## src/hdl/mac_state_pkg.sv

```systemverilog
// state encodings of the receive slots and the receive engine.
package mac_state_pkg;

	// slot life cycle, visible to sw through FIELD_STATE.
	typedef enum logic [1:0] {
		SLOT_EMPTY   = 2'd0, // no buffer.
		SLOT_LOADED  = 2'd1, // buffer ready for a frame.
		SLOT_ACTIVE  = 2'd2, // receiving.
		SLOT_PENDING = 2'd3  // frame done, waiting for sw.
	} slot_state_e;

	// receive engine.
	typedef enum logic [1:0] {
		RX_IDLE,  // wait for dv.
		RX_RECV,  // packing nibbles.
		RX_FLUSH, // last partial word and final ack.
		RX_DROP   // discard until dv falls.
	} rx_state_e;

endpackage

```

## src/hdl/mac_cfg_pkg.sv

```systemverilog
// bus and csr layout shared by the receive path.
package mac_cfg_pkg;

	// ----------------------------------------------------------------------
	// bus widths
	// ----------------------------------------------------------------------
	localparam int ADDR_W = 32; // byte address.
	localparam int DATA_W = 32; // one word per bus cycle.
	localparam int CNT_W  = 11; // byte count, frames up to 2047 bytes.

	// ----------------------------------------------------------------------
	// csr map
	// ----------------------------------------------------------------------
	// register index i*3+field selects one field of slot i.
	typedef enum logic [1:0] {
		FIELD_STATE = 2'd0, // slot state, sw writes empty or loaded.
		FIELD_ADDR  = 2'd1, // buffer base address.
		FIELD_COUNT = 2'd2  // received byte count, read only.
	} csr_field_e;

	// defaults for the top level.
	localparam int         DEF_N_SLOTS  = 4;
	localparam logic [3:0] DEF_CSR_BASE = 4'h0;

endpackage
```

## src/hdl/mac_top.sv

```systemverilog
`timescale 1ns/1ps

module mac_top
	import mac_cfg_pkg::*;
#(
	parameter int         N_SLOTS  = DEF_N_SLOTS,
	parameter logic [3:0] CSR_BASE = DEF_CSR_BASE
) (
	input  logic              sys_clk,
	input  logic              rst_n_i,

	input  logic [13:0]       csr_a_i,
	input  logic              csr_we_i,
	input  logic [DATA_W-1:0] csr_di_i,
	output logic [DATA_W-1:0] csr_do_o,
	output logic              irq_rx_o,

	input  logic [3:0]        phy_rx_data_i,
	input  logic              phy_dv_i,
	input  logic              phy_rx_er_i,

	output logic [ADDR_W-1:0] wb_adr_o,
	output logic              wb_cyc_o,
	output logic              wb_stb_o,
	input  logic              wb_ack_i,
	output logic [DATA_W-1:0] wb_dat_o
);

	// slot views, packed per slot.
	logic [N_SLOTS*2-1:0]      slot_state;
	logic [N_SLOTS*ADDR_W-1:0] slot_addr;
	logic [N_SLOTS*CNT_W-1:0]  slot_count;

	// csr to slots.
	logic [N_SLOTS-1:0] state_we;
	logic [N_SLOTS-1:0] addr_we;
	logic [DATA_W-1:0]  wdata;

	// selector to slots.
	logic [N_SLOTS-1:0] claim;
	logic [N_SLOTS-1:0] incr;
	logic [N_SLOTS-1:0] done;
	logic [N_SLOTS-1:0] abort;

	// engine and selector.
	logic              frame_start;
	logic              byte_incr;
	logic              frame_end;
	logic              frame_abort;
	logic              slot_ok;
	logic [ADDR_W-1:0] buf_addr;

	mac_csr #(
		.N_SLOTS  (N_SLOTS),
		.CSR_BASE (CSR_BASE)
	) mac_csr_i (
		.sys_clk      (sys_clk),
		.rst_n_i      (rst_n_i),
		.csr_a_i      (csr_a_i),
		.csr_we_i     (csr_we_i),
		.csr_di_i     (csr_di_i),
		.csr_do_o     (csr_do_o),
		.slot_state_i (slot_state),
		.slot_addr_i  (slot_addr),
		.slot_count_i (slot_count),
		.state_we_o   (state_we),
		.addr_we_o    (addr_we),
		.wdata_o      (wdata),
		.irq_rx_o     (irq_rx_o)
	);

	// ----------------------------------------------------------------------
	// receive slots
	// ----------------------------------------------------------------------
	for (genvar g = 0; g < N_SLOTS; g++) begin : g_slot
		mac_rx_slot mac_rx_slot_i (
			.sys_clk    (sys_clk),
			.rst_n_i    (rst_n_i),
			.state_we_i (state_we[g]),
			.addr_we_i  (addr_we[g]),
			.wdata_i    (wdata),
			.claim_i    (claim[g]),
			.incr_i     (incr[g]),
			.done_i     (done[g]),
			.abort_i    (abort[g]),
			.state_o    (slot_state[g*2 +: 2]),
			.addr_o     (slot_addr[g*ADDR_W +: ADDR_W]),
			.count_o    (slot_count[g*CNT_W +: CNT_W])
		);
	end

	mac_rx_sel #(
		.N_SLOTS (N_SLOTS)
	) mac_rx_sel_i (
		.sys_clk       (sys_clk),
		.rst_n_i       (rst_n_i),
		.slot_state_i  (slot_state),
		.slot_addr_i   (slot_addr),
		.frame_start_i (frame_start),
		.byte_incr_i   (byte_incr),
		.frame_end_i   (frame_end),
		.frame_abort_i (frame_abort),
		.claim_o       (claim),
		.incr_o        (incr),
		.done_o        (done),
		.abort_o       (abort),
		.slot_ok_o     (slot_ok),
		.buf_addr_o    (buf_addr)
	);

	mac_rx_dma mac_rx_dma_i (
		.sys_clk       (sys_clk),
		.rst_n_i       (rst_n_i),
		.phy_rx_data_i (phy_rx_data_i),
		.phy_dv_i      (phy_dv_i),
		.phy_rx_er_i   (phy_rx_er_i),
		.slot_ok_i     (slot_ok),
		.buf_addr_i    (buf_addr),
		.frame_start_o (frame_start),
		.byte_incr_o   (byte_incr),
		.frame_end_o   (frame_end),
		.frame_abort_o (frame_abort),
		.adr_o         (wb_adr_o),
		.cyc_o         (wb_cyc_o),
		.stb_o         (wb_stb_o),
		.ack_i         (wb_ack_i),
		.wdat_o        (wb_dat_o)
	);

endmodule

```

## src/hdl/mac_rx_dma.sv

```systemverilog
`timescale 1ns/1ps

module mac_rx_dma
	import mac_cfg_pkg::*;
	import mac_state_pkg::*;
(
	input  logic              sys_clk,
	input  logic              rst_n_i,

	// mii receive, synchronous to sys_clk.
	input  logic [3:0]        phy_rx_data_i,
	input  logic              phy_dv_i,
	input  logic              phy_rx_er_i,

	input  logic              slot_ok_i,
	input  logic [ADDR_W-1:0] buf_addr_i,

	output logic              frame_start_o,
	output logic              byte_incr_o,
	output logic              frame_end_o,
	output logic              frame_abort_o,

	// bus master, write only, all byte lanes.
	output logic [ADDR_W-1:0] adr_o,
	output logic              cyc_o,
	output logic              stb_o,
	input  logic              ack_i,
	output logic [DATA_W-1:0] wdat_o
);

	rx_state_e         state_q;
	logic              dv_q;
	logic              first_q;  // first cycle after start.
	logic              bus_req;  // write in flight.
	logic              bus_free; // buffer free this cycle.
	logic              ovf;      // word done, buffer busy.
	logic [2:0]        nib_cnt;
	logic [DATA_W-1:0] word_q;
	logic [DATA_W-1:0] word_nxt;
	logic [ADDR_W-1:0] next_adr;

	assign bus_free      = !bus_req || ack_i;
	assign ovf           = (nib_cnt == 3'd7) && !bus_free;
	assign frame_start_o = (state_q == RX_IDLE) && phy_dv_i && !dv_q;
	assign cyc_o         = bus_req;
	assign stb_o         = bus_req; // rise and fall together.

	// low nibble first.
	always_comb begin
		word_nxt = word_q;
		word_nxt[{nib_cnt, 2'b00} +: 4] = phy_rx_data_i;
	end

	// ----------------------------------------------------------------------
	// receive fsm and bus master
	// ----------------------------------------------------------------------
	always_ff @(posedge sys_clk) begin
		if (!rst_n_i) begin
			state_q       <= RX_IDLE;
			dv_q          <= 1'b0;
			first_q       <= 1'b0;
			bus_req       <= 1'b0;
			nib_cnt       <= '0;
			byte_incr_o   <= 1'b0;
			frame_end_o   <= 1'b0;
			frame_abort_o <= 1'b0;
		end else begin
			dv_q          <= phy_dv_i;
			first_q       <= 1'b0;
			byte_incr_o   <= 1'b0;
			frame_end_o   <= 1'b0;
			frame_abort_o <= 1'b0;
			if (bus_req && ack_i)
				bus_req <= 1'b0; // issue below may re-arm.
			case (state_q)
				RX_IDLE: begin
					if (phy_dv_i) begin
						if (dv_q) begin
							state_q <= RX_DROP; // caught mid-frame.
						end else begin
							word_q  <= {{(DATA_W-4){1'b0}}, phy_rx_data_i};
							nib_cnt <= 3'd1;
							first_q <= 1'b1;
							state_q <= RX_RECV;
						end
					end
				end
				RX_RECV: begin
					if (first_q)
						next_adr <= buf_addr_i; // grant valid now.
					if (first_q && !slot_ok_i) begin
						state_q <= RX_DROP; // no slot, no bus traffic.
					end else if (!phy_dv_i) begin
						state_q <= RX_FLUSH;
					end else if (phy_rx_er_i || ovf) begin
						frame_abort_o <= 1'b1;
						state_q       <= RX_DROP;
					end else begin
						byte_incr_o <= nib_cnt[0]; // every second nibble.
						nib_cnt     <= nib_cnt + 3'd1;
						if (nib_cnt == 3'd7) begin
							bus_req  <= 1'b1; // word out next cycle.
							wdat_o   <= word_nxt;
							adr_o    <= next_adr;
							next_adr <= next_adr + ADDR_W'(4);
							word_q   <= '0;
						end else begin
							word_q <= word_nxt;
						end
					end
				end
				RX_FLUSH: begin
					if (bus_free) begin
						if (nib_cnt != 3'd0) begin
							// partial word, upper nibbles already zero.
							bus_req  <= 1'b1;
							wdat_o   <= word_q;
							adr_o    <= next_adr;
							next_adr <= next_adr + ADDR_W'(4);
							nib_cnt  <= '0;
						end else begin
							frame_end_o <= 1'b1; // last ack seen.
							state_q     <= RX_IDLE;
						end
					end
				end
				RX_DROP: begin
					if (!phy_dv_i)
						state_q <= RX_IDLE;
				end
				default: state_q <= RX_IDLE;
			endcase
		end
	end

endmodule

```

## src/hdl/mac_rx_sel.sv

```systemverilog
`timescale 1ns/1ps

module mac_rx_sel
	import mac_cfg_pkg::*;
	import mac_state_pkg::*;
#(
	parameter int N_SLOTS = DEF_N_SLOTS
) (
	input  logic                      sys_clk,
	input  logic                      rst_n_i,

	input  logic [N_SLOTS*2-1:0]      slot_state_i,
	input  logic [N_SLOTS*ADDR_W-1:0] slot_addr_i,

	input  logic                      frame_start_i,
	input  logic                      byte_incr_i,
	input  logic                      frame_end_i,
	input  logic                      frame_abort_i,

	output logic [N_SLOTS-1:0]        claim_o,
	output logic [N_SLOTS-1:0]        incr_o,
	output logic [N_SLOTS-1:0]        done_o,
	output logic [N_SLOTS-1:0]        abort_o,
	output logic                      slot_ok_o,
	output logic [ADDR_W-1:0]         buf_addr_o
);

	localparam int IDX_W = (N_SLOTS > 1) ? $clog2(N_SLOTS) : 1;

	logic             found;   // some slot loaded.
	logic [IDX_W-1:0] pick;    // lowest loaded slot.
	logic [IDX_W-1:0] grant_q;
	logic             claim_q; // claim one cycle after start.

	// priority scan, downward so the lowest index is kept.
	always_comb begin
		found = 1'b0;
		pick  = '0;
		for (int i = N_SLOTS - 1; i >= 0; i--) begin
			if (slot_state_e'(slot_state_i[i*2 +: 2]) == SLOT_LOADED) begin
				found = 1'b1;
				pick  = IDX_W'(i);
			end
		end
	end

	// ----------------------------------------------------------------------
	// grant register
	// ----------------------------------------------------------------------
	always_ff @(posedge sys_clk) begin
		if (!rst_n_i) begin
			slot_ok_o <= 1'b0;
			claim_q   <= 1'b0;
		end else begin
			claim_q <= frame_start_i && found;
			if (frame_start_i)
				slot_ok_o <= found;
			else if (frame_end_i || frame_abort_i)
				slot_ok_o <= 1'b0; // frame over.
		end
	end

	always_ff @(posedge sys_clk) begin
		if (frame_start_i)
			grant_q <= pick;
	end

	// event steering, granted slot only.
	always_comb begin
		for (int i = 0; i < N_SLOTS; i++) begin
			claim_o[i] = claim_q && (grant_q == IDX_W'(i));
			incr_o[i]  = slot_ok_o && byte_incr_i && (grant_q == IDX_W'(i));
			done_o[i]  = slot_ok_o && frame_end_i && (grant_q == IDX_W'(i));
			abort_o[i] = slot_ok_o && frame_abort_i && (grant_q == IDX_W'(i));
		end
	end

	assign buf_addr_o = slot_addr_i[grant_q*ADDR_W +: ADDR_W];

endmodule

```

## src/hdl/mac_rx_slot.sv

```systemverilog
`timescale 1ns/1ps

module mac_rx_slot
	import mac_cfg_pkg::*;
	import mac_state_pkg::*;
(
	input  logic              sys_clk,
	input  logic              rst_n_i,

	// sw side.
	input  logic              state_we_i,
	input  logic              addr_we_i,
	input  logic [DATA_W-1:0] wdata_i,

	// receive engine side, already steered to this slot.
	input  logic              claim_i,
	input  logic              incr_i,
	input  logic              done_i,
	input  logic              abort_i,

	output slot_state_e       state_o,
	output logic [ADDR_W-1:0] addr_o,
	output logic [CNT_W-1:0]  count_o
);

	slot_state_e sw_state;
	logic        sw_ok; // legal sw state write.

	assign sw_state = slot_state_e'(wdata_i[1:0]);
	assign sw_ok    = state_we_i && ((sw_state == SLOT_EMPTY) || (sw_state == SLOT_LOADED));

	// ----------------------------------------------------------------------
	// slot fsm
	// ----------------------------------------------------------------------
	always_ff @(posedge sys_clk) begin
		if (!rst_n_i) begin
			state_o <= SLOT_EMPTY;
		end else begin
			case (state_o)
				SLOT_LOADED: begin
					if (claim_i)
						state_o <= SLOT_ACTIVE; // frame wins over sw.
					else if (sw_ok)
						state_o <= sw_state;
				end
				SLOT_ACTIVE: begin
					// sw locked out while receiving.
					if (abort_i)
						state_o <= SLOT_LOADED; // buffer reused.
					else if (done_i)
						state_o <= SLOT_PENDING;
				end
				default: begin
					if (sw_ok)
						state_o <= sw_state; // empty or pending.
				end
			endcase
		end
	end

	// ----------------------------------------------------------------------
	// buffer address and byte count
	// ----------------------------------------------------------------------
	always_ff @(posedge sys_clk) begin
		if (addr_we_i && (state_o != SLOT_ACTIVE))
			addr_o <= wdata_i;
		if (claim_i && (state_o == SLOT_LOADED))
			count_o <= '0; // new frame.
		else if (incr_i && (state_o == SLOT_ACTIVE))
			count_o <= count_o + 1'b1;
	end

endmodule

```

## src/hdl/mac_csr.sv

```systemverilog
`timescale 1ns/1ps

module mac_csr
	import mac_cfg_pkg::*;
	import mac_state_pkg::*;
#(
	parameter int         N_SLOTS  = DEF_N_SLOTS,
	parameter logic [3:0] CSR_BASE = DEF_CSR_BASE
) (
	input  logic                       sys_clk,
	input  logic                       rst_n_i,

	input  logic [13:0]                csr_a_i,
	input  logic                       csr_we_i,
	input  logic [DATA_W-1:0]          csr_di_i,
	output logic [DATA_W-1:0]          csr_do_o,

	input  logic [N_SLOTS*2-1:0]       slot_state_i,
	input  logic [N_SLOTS*ADDR_W-1:0]  slot_addr_i,
	input  logic [N_SLOTS*CNT_W-1:0]   slot_count_i,

	output logic [N_SLOTS-1:0]         state_we_o,
	output logic [N_SLOTS-1:0]         addr_we_o,
	output logic [DATA_W-1:0]          wdata_o,
	output logic                       irq_rx_o
);

	logic              sel;      // base matches.
	logic [9:0]        reg_idx;
	logic [9:0]        slot_num;
	csr_field_e        field;
	logic              slot_hit; // base matches and slot exists.
	logic [DATA_W-1:0] rd_data;
	logic              any_pending;

	// ----------------------------------------------------------------------
	// address decode
	// ----------------------------------------------------------------------
	assign sel      = (csr_a_i[13:10] == CSR_BASE);
	assign reg_idx  = csr_a_i[9:0];
	assign slot_num = reg_idx / 10'd3;
	assign field    = csr_field_e'(2'(reg_idx % 10'd3));
	assign slot_hit = sel && (slot_num < 10'(N_SLOTS));

	assign wdata_o = csr_di_i; // shared by all slots.

	// strobes, readback and pending scan.
	always_comb begin
		state_we_o  = '0;
		addr_we_o   = '0;
		rd_data     = '0; // unselected reads as zero.
		any_pending = 1'b0;
		for (int i = 0; i < N_SLOTS; i++) begin
			if (slot_hit && (slot_num == 10'(i))) begin
				state_we_o[i] = csr_we_i && (field == FIELD_STATE);
				addr_we_o[i]  = csr_we_i && (field == FIELD_ADDR); // count writes dropped.
				case (field)
					FIELD_STATE: rd_data = DATA_W'(slot_state_i[i*2 +: 2]);
					FIELD_ADDR:  rd_data = slot_addr_i[i*ADDR_W +: ADDR_W];
					FIELD_COUNT: rd_data = DATA_W'(slot_count_i[i*CNT_W +: CNT_W]);
					default:     rd_data = '0;
				endcase
			end
			if (slot_state_e'(slot_state_i[i*2 +: 2]) == SLOT_PENDING)
				any_pending = 1'b1;
		end
	end

	// ----------------------------------------------------------------------
	// registered outputs
	// ----------------------------------------------------------------------
	always_ff @(posedge sys_clk) begin
		if (!rst_n_i) begin
			csr_do_o <= '0;
			irq_rx_o <= 1'b0;
		end else begin
			csr_do_o <= rd_data;     // one cycle after the address.
			irq_rx_o <= any_pending; // level, any slot pending.
		end
	end

endmodule

```

## config.mk

```make
export PLATFORM = sky130hd
export DESIGN_NAME = mac_top
export DESIGN_NICKNAME = d
export VERILOG_FILES = /design/src/hdl/mac_state_pkg.sv /design/src/hdl/mac_cfg_pkg.sv /design/src/hdl/mac_top.sv /design/src/hdl/mac_rx_dma.sv /design/src/hdl/mac_rx_sel.sv /design/src/hdl/mac_rx_slot.sv /design/src/hdl/mac_csr.sv
export SDC_FILE = /design/constraint.sdc
export NUM_CORES = 1
export LEC_CHECK = 0
export ABC_CLOCK_PERIOD_IN_PS = 7500
export BUFFER_PORTS_ARGS = -buffer_cell sky130_fd_sc_hd__buf_2
export CAP_MARGIN = 20
export CORE_ASPECT_RATIO = 1.5
export CORE_MARGIN = 3
export CORE_UTILIZATION = 50
export DETAILED_ROUTE_END_ITERATION = 6
export PLACE_DENSITY = 0.83
export REMOVE_ABC_BUFFERS = 1
export SLEW_MARGIN = 20
export SYNTH_ARGS = -nofsm -noshare
export SYNTH_HDL_FRONTEND = slang
export SYNTH_HIERARCHICAL = 1
export SYNTH_SLANG_ARGS = --single-unit
```

## constraint.sdc

```tcl
create_clock -name sys_clk -period 7.5 [get_ports sys_clk]
set_clock_uncertainty 0.05 [all_clocks]
set_input_delay 1.125 -clock sys_clk [delete_from_list [all_inputs] [get_ports sys_clk]]
set_output_delay 1.125 -clock sys_clk [all_outputs]
set_load 0.1 [all_outputs]
```

# Yosys cells after proc, flatten, opt, wreduce, memory -nomap -nowiden

Cells that the tools add are included.

Register bits after elaboration: 356
Input bits: 56

$add $sub $neg: 7
Div/mod/pow operators: 2
$lt $le $gt $ge: 1
Eq/ne operators: 44
Shifts and indexed selects: 3
Mux-type cells: 107
Bitwise logic cells: 3
Reduce and logical (&&, ||, !) cells: 77

Operators by type and width:

| kind                                                                          | number |
|---|---|
| 32-bit two-way mux                                                            | 29 |
| 32-bit one-hot mux with 3 select lines                                        | 4 |
| 32-bit one-hot mux with 2 select lines                                        | 4 |
| 128-bit by 8-bit indexed part select with 32-bit output                       | 1 |
| 2-bit two-way mux                                                             | 26 |
| 1-bit logical AND                                                             | 48 |
| 11-bit by 1-bit adder with 11-bit output, second input constant               | 4 |
| 32-bit by 3-bit adder with 32-bit output, second input constant               | 1 |
| 32-bit bitwise mux                                                            | 1 |
| 4-bit by 7-bit variable shift with 32-bit output, first input constant        | 1 |
| 4-bit by 7-bit indexed part select with 32-bit output                         | 1 |
| 1-bit two-way mux                                                             | 29 |
| 2-bit == test, second input constant                                          | 13 |
| 2-bit != test, second input constant                                          | 11 |
| 3-bit two-way mux                                                             | 7 |
| 10-bit by 2-bit == test with 1-bit output, second input constant              | 2 |
| 2-bit by 1-bit == test with 1-bit output, second input constant               | 8 |
| 2-bit one-hot mux with 2 select lines                                         | 4 |
| 8-bit AND reduction                                                           | 2 |
| 3-bit by 1-bit != test with 1-bit output, second input constant               | 4 |
| 10-bit by 2-bit divider with 10-bit output, second input constant             | 1 |
| 10-bit by 1-bit == test with 1-bit output, second input constant              | 1 |
| 10-bit logical NOT                                                            | 1 |
| 10-bit by 3-bit less-than comparator with 1-bit output, second input constant | 1 |
| 23 further kinds                                                              | 40 |

# Logic depth before layout (Yosys ltp)

Gate-level depths: netlist (run 1).

Depth after elaboration: 9
Depth in mapped cells: 24

# By module

Netlist (run 1), hierarchy kept.

By module, submodules not included:

| module                                    | instances | cells each | area each (µm²) | seq. area each (µm²) |
|---|---|---|---|---|
| mac_rx_dma                                | 1         | 571        | 6,782.8         | 4,063.9 |
| mac_rx_slot (g_slot[0].mac_rx_slot_i ...) | 3         | 108        | 1,625.3         | 1,221.2 |
| mac_csr                                   | 1         | 464        | 3,603.5         | 660.6 |
| mac_rx_slot (g_slot[1].mac_rx_slot_i)     | 1         | 114        | 1,650.3         | 1,221.2 |
| mac_rx_sel                                | 1         | 82         | 1,098.6         | 100.1 |

# Worst setup path before layout (run 1)

Ideal clock, no wire load.

Path type: input -> register
Start point: in csr_a_i[5]
End point: reg g_slot[0].mac_rx_slot_i.addr_o[0], enable pin
Setup time: 425 ps
Data arrival time: 6,602 ps
Required time: 7,025 ps
Setup slack: 423 ps
Stages: 24
Buffers on the path: 5
Cell sequence: buf_4 -> nor3b_1 -> a211o_1 -> a22o_1 -> or2_1 -> buf_2 -> nor2_1 -> a211oi_1 -> a21oi_1 -> ha_1 -> clkbuf_1 -> inv_1 -> o221a_1 -> o21ai_4 -> ha_1 -> clkbuf_1 -> nor2_1 -> and2_1 -> a31oi_1 -> o31ai_2 -> buf_2 -> nand2_1 -> nor2_1 -> nor2b_1

Longest elaborated chain between the ends: 6
Elaborated cells on any way between the ends: 10

RTL lines:

| element                                                | line              | RTL |
|---|---|---|
| start: declaration                                     | mac_top.sv:12     | `input logic [13:0] csr_a_i,` |
| 10-bit by 2-bit divider with 10-bit output             | mac_csr.sv:41     | `assign slot_num = reg_idx / 10'd3;` |
| 10-bit by 3-bit less-than comparator with 1-bit output | mac_csr.sv:43     | `assign slot_hit = sel && (slot_num < 10'(N_SLOTS));` |
| 1-bit logical AND                                      | mac_csr.sv:43     |  |
| 1-bit logical AND                                      | mac_csr.sv:54     | `if (slot_hit && (slot_num == 10'(i))) begin` |
| 1-bit two-way mux *                                    | mac_csr.sv:54     |  |
| net addr_we[0]                                         | mac_top.sv:36     | `logic [N_SLOTS-1:0] addr_we;` |
| 1-bit logical AND *                                    | mac_rx_slot.sv:65 | `if (addr_we_i && (state_o != SLOT_ACTIVE))` |
| end signal: assignment                                 | mac_rx_slot.sv:66 | `addr_o <= wdata_i;` |
| end: declaration                                       | mac_rx_slot.sv:22 | `output logic [ADDR_W-1:0] addr_o,` |

Mark *: on every way through the listed nets, which the timed path passes. The rest lies on a longest branch.
A chain may end at the register's enable or synchronous reset.

# Worst setup path after layout (run 1)

Start point: in csr_a_i[6]
End point: reg g_slot[1].mac_rx_slot_i.addr_o[22], enable pin

Longest elaborated chain between the ends: 6
Elaborated cells on any way between the ends: 10

RTL lines:

| element                                                | line |
|---|---|
| 10-bit by 2-bit divider with 10-bit output             | mac_csr.sv:41 |
| 10-bit by 3-bit less-than comparator with 1-bit output | mac_csr.sv:43 |
| 1-bit logical AND                                      | mac_csr.sv:43 |
| 1-bit logical AND                                      | mac_csr.sv:54 |
| 1-bit two-way mux *                                    | mac_csr.sv:54 |
| net addr_we[1]                                         | mac_top.sv:36 |
| 1-bit logical AND *                                    | mac_rx_slot.sv:65 |
| end signal: assignment                                 | mac_rx_slot.sv:66 |
| end: declaration                                       | mac_rx_slot.sv:22 |

Marks and branches as above.

==> metrics.txt, run 1 <==
Critical-path top delay cell=sky130_fd_sc_hd__buf_4; HPWL after detailed placement=between 30000 and 40000 um; number of post-CTS setup repair buffers=0; dominant register cell in the synthesized netlist=sky130_fd_sc_hd__edfxtp_1; synthesized cell area=18000 um^2; effective utilization at floorplan=51.0%; proportion of register bits with asynchronous set or reset after synthesis=0%; outcome=complete, no violations; Via Count=about 13000; data arrival time at the worst-slack endpoint=6.28 ns; number of endpoints with negative hold slack in the final report=0; cell count after placement=around 2100; Row Count=84; CP Capture Type=flop; number of synthesized register bits=between 300 and 400; unrepaired setup endpoints after global routing=no; number of placed I/O pins=between 150 and 200; count of maximum capacitance violations=0; Core Footprint=roughly 35000 um^2; Clock H-tree levels=2; worst supply voltage drop on vdd=0.000184 V; Worst Max-Slew Pin Slew=slightly above 0.9 ns; maximum operating frequency=between 150 and 200 MHz; number of distinct library cells after synthesis=between 100 and 150; count of hold buffers inserted by post-cts repair=0; Worst Path Required=between 7 and 8 ns; DRC errors left=0; post-synthesis compound-gate area fraction=between 10% and 20%; final weighted congestion in routability-driven placement=between 0.9 and 1; via count of the first global-routing pass=13300; sequential cell area fraction in the yosys report=a little over half; count of mapped cells out of synthesis=about 1600; largest net degree at the start of global routing=between 50 and 60; commonest cells in the synthesized netlist=sky130_fd_sc_hd__edfxtp_1 (258), sky130_fd_sc_hd__nor2_1 (147), sky130_fd_sc_hd__nand2_1 (106); number of enable-type register cells in the synthesized netlist=between 200 and 300; total clock sinks=roughly 360; average vias per placed instance=about 6.2; TritonCTS clock tree=yes; final count of pins violating max slew=0; total overflow reported by the global router=0; final total power=approximately 5.7 mW; standby leakage power=7.16 nW; cell taking the most area after synthesis=sky130_fd_sc_hd__edfxtp_1; post-detailed-route wirelength per cell=between 20 and 25 um; TritonCTS Buffers=34; buffer levels on the longest clock path=3; final critical-path required period=roughly 6.2 ns; cell with the most instances after synthesis=sky130_fd_sc_hd__edfxtp_1; height of the die=approximately 240 um; category of the worst setup path launch point=input pin; area of the die=between 30000 and 40000 um^2; source-to-sink clock delay at the later pin of the worst-skew pair=~0.55 ns; Synth Area in Adders=approximately 1.8%; relative slew slack=a little under two fifths; DRC violation total after the first TritonRoute iteration=1202; width of the die=between 150 and 200 um; number of nets with antenna violations after routing=0; number of nets in the layout=between 1500 and 2000; Layout area overhead=11.3%; CP Cell Sequence=buf_2 > or3b_1 > a31oi_1 > a22o_1 > or2_1 > nor2_1 > a211oi_1 > a21oi_1 > ha_1 > nor3_1 > nand4b_1 > o21ai_4 > ha_1 > nor2_1 > buf_4 > and2_1 > a31oi_1 > o31ai_2 > buf_4 > nand2_1 > nor2_1 > nor2b_2 > buf_4; antenna diode count=0; share of the synthesized area in the top cell type=~43%; xor and xnor fraction of the mapped netlist area=around 2.1%; Mapped Avg Cell Area=about 12 um^2; critical path class=in -> reg; antenna violations before repair=1; post-cts gate resize count=0; cells taking the most area after synthesis=sky130_fd_sc_hd__edfxtp_1 (43%), sky130_fd_sc_hd__dfxtp_1 (11%), sky130_fd_sc_hd__mux4_2 (4.0%), sky130_fd_sc_hd__nor2_1 (3.1%), sky130_fd_sc_hd__nand3_1 (2.5%); number of input and output port buffers inserted=~150; Pwr Density=between 200 and 300 nW/um^2; Finished Layout Cells=~2100; simple-gate share of the synthesized area=between 15 and 20%; All-Layer GR Usage=roughly 23%; first-pass GRT wire length=slightly above 70000 um; Total Wirelength=~46000 um; share of synthesized area spent on multiplexers=under 10%; worst min-delay path class=reg -> reg; combinational family with the most area after synthesis=simple AND/OR/NAND/NOR gates; first-pass iteration count of the detailed router=5; CP max stage delay=roughly 0.46 ns; synthesis warning total=6; Period Utilization, post-route=82.1%; layout cell share with drive strength beyond 1=22.0%; root buffer cell=sky130_fd_sc_hd__clkbuf_16; Worst-path clk slew=about 0.060 ns; Setup violations, final=0; biggest fanout along the worst timing path=32
critical path, delay by kind of cell:
| kind | cells | cell delay, ns |
|---|---|---|
| simple gates | 10 | 2.01 |
| compound gates | 7 | 1.17 |
| buf+inv | 4 | 1.17 |
| fa+ha+maj | 2 | 0.77 |
cell families after synthesis:
kind of cell,count (synthesis)
xor gates and xnor gates,44
muxes,111
DFF,356
buffers and inverters,163
adders and majority gates,26
and+or+nand+nor,553
AOI/OAI and AO/OA,302
stage by stage:
| stage | setup slack (ns) | hold slack (ns) | setup TNS, ns | util, % | area (um^2) |
|---|---|---|---|---|---|
| 4_1_cts | 1.41 | 0.394 | 0 | 56.8 | 20000 |
| 2_1_floorplan | -2.53 | 0.361 | -235.82 | - | 17300 |
| 6_report | 1.34 | 0.401 | 0 | 56.8 | 20000 |
| 5_1_grt | 0.900 | 0.410 | 0 | 56.8 | 20000 |
| 3_5_place_dp | 0.881 | 0.384 | 0 | 53.5 | 18900 |
| 3_3_place_gp | 1.05 | 0.374 | 0 | 53.5 | 18900 |
cell type report:
cell class                 count  area, um^2
sequential                   356        9710
tap                          473         592
inverter                      46         173
timing repair buffer         176         936
clock inverter                13         188
clock buffer                  49         967
multi-input combinational   1036        7480
fill                        2878       15300
where the power goes:
group / total, mW / internal [mW] / switching, mW
Sequential: 2.44 / 2.34 / 0.0988
Combinational: 1.53 / 0.401 / 1.13
Clock: 1.77 / 1.02 / 0.753
Total: 5.74 / 3.76 / 1.98
layout by cell type (no fill, tap or decap), types with 8 or more instances in the layout:
cell type                   synthesis  layout
sky130_fd_sc_hd__inv_1             45      45
sky130_fd_sc_hd__xnor2_1           10      10
sky130_fd_sc_hd__a221oi_2           9       9
sky130_fd_sc_hd__a311oi_1           8       8
sky130_fd_sc_hd__a211oi_1          16      15
sky130_fd_sc_hd__nor3_1            32      31
sky130_fd_sc_hd__o221ai_1          10      10
sky130_fd_sc_hd__edfxtp_1         258     258
sky130_fd_sc_hd__nand2b_1          11      11
sky130_fd_sc_hd__a31oi_1           11      11
sky130_fd_sc_hd__and2_1            30      30
sky130_fd_sc_hd__a22oi_1           36      36
sky130_fd_sc_hd__clkbuf_1          34       9
sky130_fd_sc_hd__nor2_1           147     145
sky130_fd_sc_hd__nand2_1          106     106
sky130_fd_sc_hd__mux2_2            36      36
sky130_fd_sc_hd__xor2_1            34      34
sky130_fd_sc_hd__a221oi_1          13      13
sky130_fd_sc_hd__mux4_2            32      32
sky130_fd_sc_hd__and3_1            14      14
sky130_fd_sc_hd__nor2b_1           22      18
sky130_fd_sc_hd__nand3_1           89      89
sky130_fd_sc_hd__buf_2             27     154
sky130_fd_sc_hd__mux2i_1           42      42
sky130_fd_sc_hd__buf_4             40      22
sky130_fd_sc_hd__a211oi_2          12      12
sky130_fd_sc_hd__ha_1              26      26
sky130_fd_sc_hd__nand4_1           29      29
sky130_fd_sc_hd__clkbuf_16          0      34
sky130_fd_sc_hd__a21oi_1           65      65
sky130_fd_sc_hd__o21ai_0           55      55
sky130_fd_sc_hd__dfxtp_1           98      98
metal layers:
layer  vias up  part of all wire (%)  global-route usage, %
li1       6021                     -                      -
met3       162                   7.5                   3.28
met4         0                   4.6                   10.7
met1      6448                    36                   26.9
met5         -                     0                      0
met2       721                    52                   42.4
final timing paths:
| check | start | to | slack (ns) | cells past startpoint |
|---|---|---|---|---|
| max | csr_a_i[6] | g_slot[1].mac_rx_slot_i/addr_o[22] | 1.34 | 23 |
| min | mac_rx_dma_i/dv_q | mac_rx_dma_i/first_q | 0.40 | 1 |
| max reg2reg | mac_rx_dma_i/nib_cnt[0] | mac_rx_dma_i/next_adr[11] | 4.33 | 6 |
| min reg2reg | mac_rx_dma_i/dv_q | mac_rx_dma_i/first_q | 0.40 | 1 |
flip-flops by register name, indices dropped and copies added (netlist names):
register,cells
g_slot.mac_rx_slot_i/count_o,44
mac_rx_dma_i/frame_end_o,1
mac_rx_dma_i/byte_incr_o,1
mac_rx_dma_i/next_adr,32
mac_rx_dma_i/dv_q,1
mac_rx_dma_i/word_q,32
g_slot.mac_rx_slot_i/state_o,8
g_slot.mac_rx_slot_i/addr_o,128
mac_rx_dma_i/wdat_o,32
mac_csr_i/irq_rx_o,1
mac_rx_sel_i/grant_q,2
mac_rx_dma_i/adr_o,32
mac_rx_dma_i/nib_cnt,3
mac_rx_dma_i/first_q,1
mac_rx_dma_i/state_q,2
mac_rx_dma_i/frame_abort_o,1
mac_rx_sel_i/slot_ok_o,1
mac_rx_dma_i/cyc_o,1
mac_csr_i/csr_do_o,32
mac_rx_sel_i/claim_q,1
Note: power is estimated with default switching activity, not from simulation.
==> run 2, diff against run 1 <==
--- a/config.mk
+++ b/config.mk
@@ -5,14 +5,15 @@
 export SDC_FILE = /design/constraint.sdc
 export NUM_CORES = 1
 export LEC_CHECK = 0
-export ABC_CLOCK_PERIOD_IN_PS = 7500
+export ABC_AREA = 1
+export ABC_CLOCK_PERIOD_IN_PS = 6200
 export BUFFER_PORTS_ARGS = -buffer_cell sky130_fd_sc_hd__buf_2
 export CAP_MARGIN = 20
 export CORE_ASPECT_RATIO = 1.5
 export CORE_MARGIN = 3
 export CORE_UTILIZATION = 50
 export DETAILED_ROUTE_END_ITERATION = 6
-export PLACE_DENSITY = 0.83
+export PLACE_DENSITY = 0.81
 export REMOVE_ABC_BUFFERS = 1
 export SLEW_MARGIN = 20
 export SYNTH_ARGS = -nofsm -noshare
==> constraint.sdc (replaced) <==
create_clock -name sys_clk -period 6.2 [get_ports sys_clk]
set_clock_uncertainty 0.05 [all_clocks]
set_input_delay 0.93 -clock sys_clk [delete_from_list [all_inputs] [get_ports sys_clk]]
set_output_delay 0.93 -clock sys_clk [all_outputs]
set_load 0.1 [all_outputs]
==> metrics.txt, run 2 <==
relative slew slack=30.7% (was 37.6%); biggest fanout along the worst timing path=32 (unchanged); buffer levels on the longest clock path=3 (unchanged); post-synthesis compound-gate area fraction=7.64% (was 12.5%); number of distinct library cells after synthesis=51 (was 102); CP max stage delay=0.43 ns (was 0.46 ns); via count of the first global-routing pass=15300 (was 13300); RR Startpoint=mac_rx_dma_i/state_q[0] (was mac_rx_dma_i/nib_cnt[0]); Worst Reg-to-Reg Cells=7 (was 6); unrepaired setup endpoints after global routing=no (unchanged); CP Capture Type=flop (unchanged); TritonCTS Buffers=35 (was 34); commonest cells in the synthesized netlist=sky130_fd_sc_hd__nand2_1 (641), sky130_fd_sc_hd__edfxtp_1 (258), sky130_fd_sc_hd__inv_1 (231) (was sky130_fd_sc_hd__edfxtp_1 (258), sky130_fd_sc_hd__nor2_1 (147), sky130_fd_sc_hd__nand2_1 (106)); number of nets with antenna violations after routing=0 (unchanged); first-pass iteration count of the detailed router=6 (was 5); Worst Path Required=6.32 ns (was 7.62 ns); post-route core utilization=56.5% (was 56.8%); count of mapped cells out of synthesis=2222 (was 1555); Register-to-Register Setup Slack=2.76 ns (was 4.33 ns); All-Layer GR Usage=24.1% (was 23.2%); Critical-path top delay cell=sky130_fd_sc_hd__buf_4 (unchanged); Period Utilization, post-route=approximately 85%; root buffer cell=sky130_fd_sc_hd__clkbuf_16 (unchanged); Total Wirelength=48900 um (was 45900 um); sequential cell area fraction in the yosys report=51.9% (was 53.9%); Fin Hold WS=0.413 ns (was 0.401 ns); critical path class=in -> reg (unchanged); Layout area overhead=11.2% (was 11.3%); share of the synthesized area in the top cell type=41.4% (was 43.0%); outcome=complete, no violations (unchanged); first-pass GRT wire length=76900 um (was 71500 um); number of input and output port buffers inserted=154 (unchanged); worst supply voltage drop on vdd=0.000296 V (was 0.000184 V); largest net degree at the start of global routing=64 (was 52); number of nets in the layout=2404 (was 1732); synthesized cell area=18700 um^2 (was 18000 um^2); final critical-path required period=between 5 and 6 ns; number of synthesized register bits=356 (unchanged); capture instance of the worst register-to-register path=mac_rx_dma_i/next_adr[20] (was mac_rx_dma_i/next_adr[11]); dominant register cell in the synthesized netlist=sky130_fd_sc_hd__edfxtp_1 (unchanged); worst min-delay path class=reg -> reg (unchanged); number of placed I/O pins=155 (unchanged); maximum operating frequency=190 MHz; synthesis warning total=6 (unchanged); Finished Layout Cells=2834 (was 2149); height of the die=243 um (was 238 um); DRC violation total after the first TritonRoute iteration=1563 (was 1202); Via Count=15700 (was 13400); Setup violations, final=0 (unchanged); final weighted congestion in routability-driven placement=0.944 (was 0.938); cell count after placement=2769 (was 2087); Row Count=86 (was 84); highest-count cells in the layout ignoring fill and taps=sky130_fd_sc_hd__nand2_1 (641), sky130_fd_sc_hd__edfxtp_1 (258), sky130_fd_sc_hd__inv_1 (230) (was sky130_fd_sc_hd__edfxtp_1 (258), sky130_fd_sc_hd__buf_2 (154), sky130_fd_sc_hd__nor2_1 (145)); cells taking the most area after synthesis=sky130_fd_sc_hd__edfxtp_1 (41%), sky130_fd_sc_hd__nand2_1 (13%), sky130_fd_sc_hd__dfxtp_1 (10%), sky130_fd_sc_hd__nand3_1 (5.7%), sky130_fd_sc_hd__inv_1 (4.6%) (was sky130_fd_sc_hd__edfxtp_1 (43%), sky130_fd_sc_hd__dfxtp_1 (11%), sky130_fd_sc_hd__mux4_2 (4.0%), sky130_fd_sc_hd__nor2_1 (3.1%), sky130_fd_sc_hd__nand3_1 (2.5%)); total overflow reported by the global router=0 (unchanged); combinational family with the most area after synthesis=simple AND/OR/NAND/NOR gates (unchanged); number of enable-type register cells in the synthesized netlist=258 (unchanged); average vias per placed instance=5.55 (was 6.21); final count of pins violating max slew=0 (unchanged); post-cts gate resize count=0 (unchanged); Worst-path clk slew=0.06 ns (about the same); Mapped Avg Cell Area=8.42 um^2 (was 11.6 um^2); most common cell after layout, fill and taps aside=sky130_fd_sc_hd__nand2_1 (was sky130_fd_sc_hd__edfxtp_1); Worst Max-Slew Pin Slew=1.04 ns (was 0.934 ns); xor and xnor fraction of the mapped netlist area=0.421% (was 2.14%); data arrival time at the worst-slack endpoint=5.37 ns (was 6.28 ns); area of the multi-input gates=7400 um^2 (was 7480 um^2); sequential cell area=9710 um^2 (about the same); cell with the most instances after synthesis=sky130_fd_sc_hd__nand2_1 (was sky130_fd_sc_hd__edfxtp_1); Pwr Density=377 nW/um^2 (was 286 nW/um^2); top flop regs=g_slot.mac_rx_slot_i/addr_o x128, g_slot.mac_rx_slot_i/count_o x44 (unchanged); post-detailed-route wirelength per cell=17.2 um (was 21.4 um); number of flip-flops under the largest register name=128 (unchanged); number of endpoints with negative hold slack in the final report=0 (unchanged); effective utilization at floorplan=50.8% (was 51.0%); category of the worst setup path launch point=input pin (unchanged); antenna violations before repair=2 (was 1); layout cell share with drive strength beyond 1=15.1% (was 22.0%); critical path startpoint=csr_a_i[8] (was csr_a_i[6]); register ranked first by flip-flop count=g_slot.mac_rx_slot_i/addr_o (unchanged); simple-gate share of the synthesized area=29.2% (was 16.1%); DRC errors left=0 (unchanged); width of the die=164 um (was 161 um); number of post-CTS setup repair buffers=0 (unchanged); source-to-sink clock delay at the later pin of the worst-skew pair=0.54 ns (was 0.55 ns); TritonCTS clock tree=yes (unchanged); total clock sinks=356 (unchanged); worst setup path endpoint=g_slot[3].mac_rx_slot_i/addr_o[18] (was g_slot[1].mac_rx_slot_i/addr_o[22]); area of the die=39800 um^2 (was 38400 um^2); Total Negative Setup Slacks=0 ns (unchanged); Clock H-tree levels=2 (unchanged); standby leakage power=8.60 nW (was 7.16 nW); cell taking the most area after synthesis=sky130_fd_sc_hd__edfxtp_1 (unchanged); proportion of register bits with asynchronous set or reset after synthesis=0% (unchanged); Core Footprint=36800 um^2 (was 35300 um^2); fill cell total of the finished layout=3183 (was 2878); count of maximum capacitance violations=0 (unchanged); HPWL after detailed placement=34800 um (was 31600 um); Synth Area in Adders=1.74% (was 1.81%); count of hold buffers inserted by post-cts repair=0 (unchanged); cell mode on critical path=sky130_fd_sc_hd__nand2_1; share of synthesized area spent on multiplexers=0.374% (was 8.71%)
==> run 2: cell types whose count changed in the layout (fill, tap and decap cells not counted), moves of 35 or more <==
cell / previous run / this run
sky130_fd_sc_hd__nand2_1: 106 / 641
sky130_fd_sc_hd__inv_1: 45 / 230
sky130_fd_sc_hd__nand3_1: 89 / 213
sky130_fd_sc_hd__o21ai_0: 55 / 119
sky130_fd_sc_hd__a22oi_1: 36 / 0
sky130_fd_sc_hd__mux2_2: 36 / 0
sky130_fd_sc_hd__mux2i_1: 42 / 7
==> run 2: area by class of cell <==
type | instances | area share, %
Clock buffer | 45 | 4.70
Clock inverter | 19 | 1.22
Sequential cell | 356 | 46.7
Antenna cell | 1 | 0.0120
Multi-Input combinational cell | 1510 | 35.6
Tap cell | 484 | 2.91
Timing Repair Buffer | 172 | 4.41
Inverter | 247 | 4.47
==> run 2: where the power goes <==
group | leakage (nW) | internal, mW | switching (mW) | total (mW)
logic | 4.86 | 0.532 | 1.92 | 2.45
registers | 3.14 | 2.95 | 0.184 | 3.14
clock network | 0.596 | 1.34 | 0.910 | 2.25
total | 8.60 | 4.82 | 3.01 | 7.83
==> run 2: logic make-up (layout without fill, tap and decap cells) <==
family,count (synthesis),after routing
XOR/XNOR,9,9
other,0,1
buffers and inverters,356,483
flip-flops,356,356
adder cells (fa/ha/maj),26,26
multiplexers,7,7
AND/OR/NAND/NOR,1210,1210
AO/OA/AOI/OAI,258,258
==> run 2: through the flow <==
stage | setup WS [ns] | instance area [um^2] | total power, mW
finish | 0.947 | 20800 | 7.83
global route | 0.422 | 20800 | 8.20
CTS | 1.03 | 20800 | 7.85
detailed placement | 0.472 | 19600 | 5.60
global placement | 0.798 | 19600 | 5.54
floorplan | -2.62 | 18000 | 5.03
==> run 2: metal layers <==
metal | part of all wire (%) | global-route usage (%) | up-vias
met3 | 7.2 | 3.43 | 177
met2 | 51 | 43.1 | 706
li1 | - | - | 7534
met4 | 5.4 | 12.3 | 2
met5 | 0.027 | 0 | -
met1 | 37 | 27.6 | 7306
==> run 2: worst min-delay path by stage <==
stage	startpoint	to	depth (start not counted)
CTS	mac_rx_dma_i/next_adr[1]	mac_rx_dma_i/adr_o[1]	0
global route	mac_rx_dma_i/next_adr[1]	mac_rx_dma_i/adr_o[1]	0
detailed placement	mac_rx_dma_i/next_adr[0]	mac_rx_dma_i/adr_o[0]	0
global placement	mac_rx_dma_i/next_adr[1]	mac_rx_dma_i/adr_o[1]	0
floorplan	mac_rx_dma_i/next_adr[0]	mac_rx_dma_i/adr_o[0]	0
finish	mac_rx_dma_i/next_adr[1]	mac_rx_dma_i/adr_o[1]	0
==> run 2: worst max-delay path, delay by kind of cell <==
kind,cells,cell delay [ns]
adder cells (fa/ha/maj),2,0.44
buffers and inverters,8,0.98
AND/OR/NAND/NOR,25,2.71
AO/OA/AOI/OAI,2,0.29
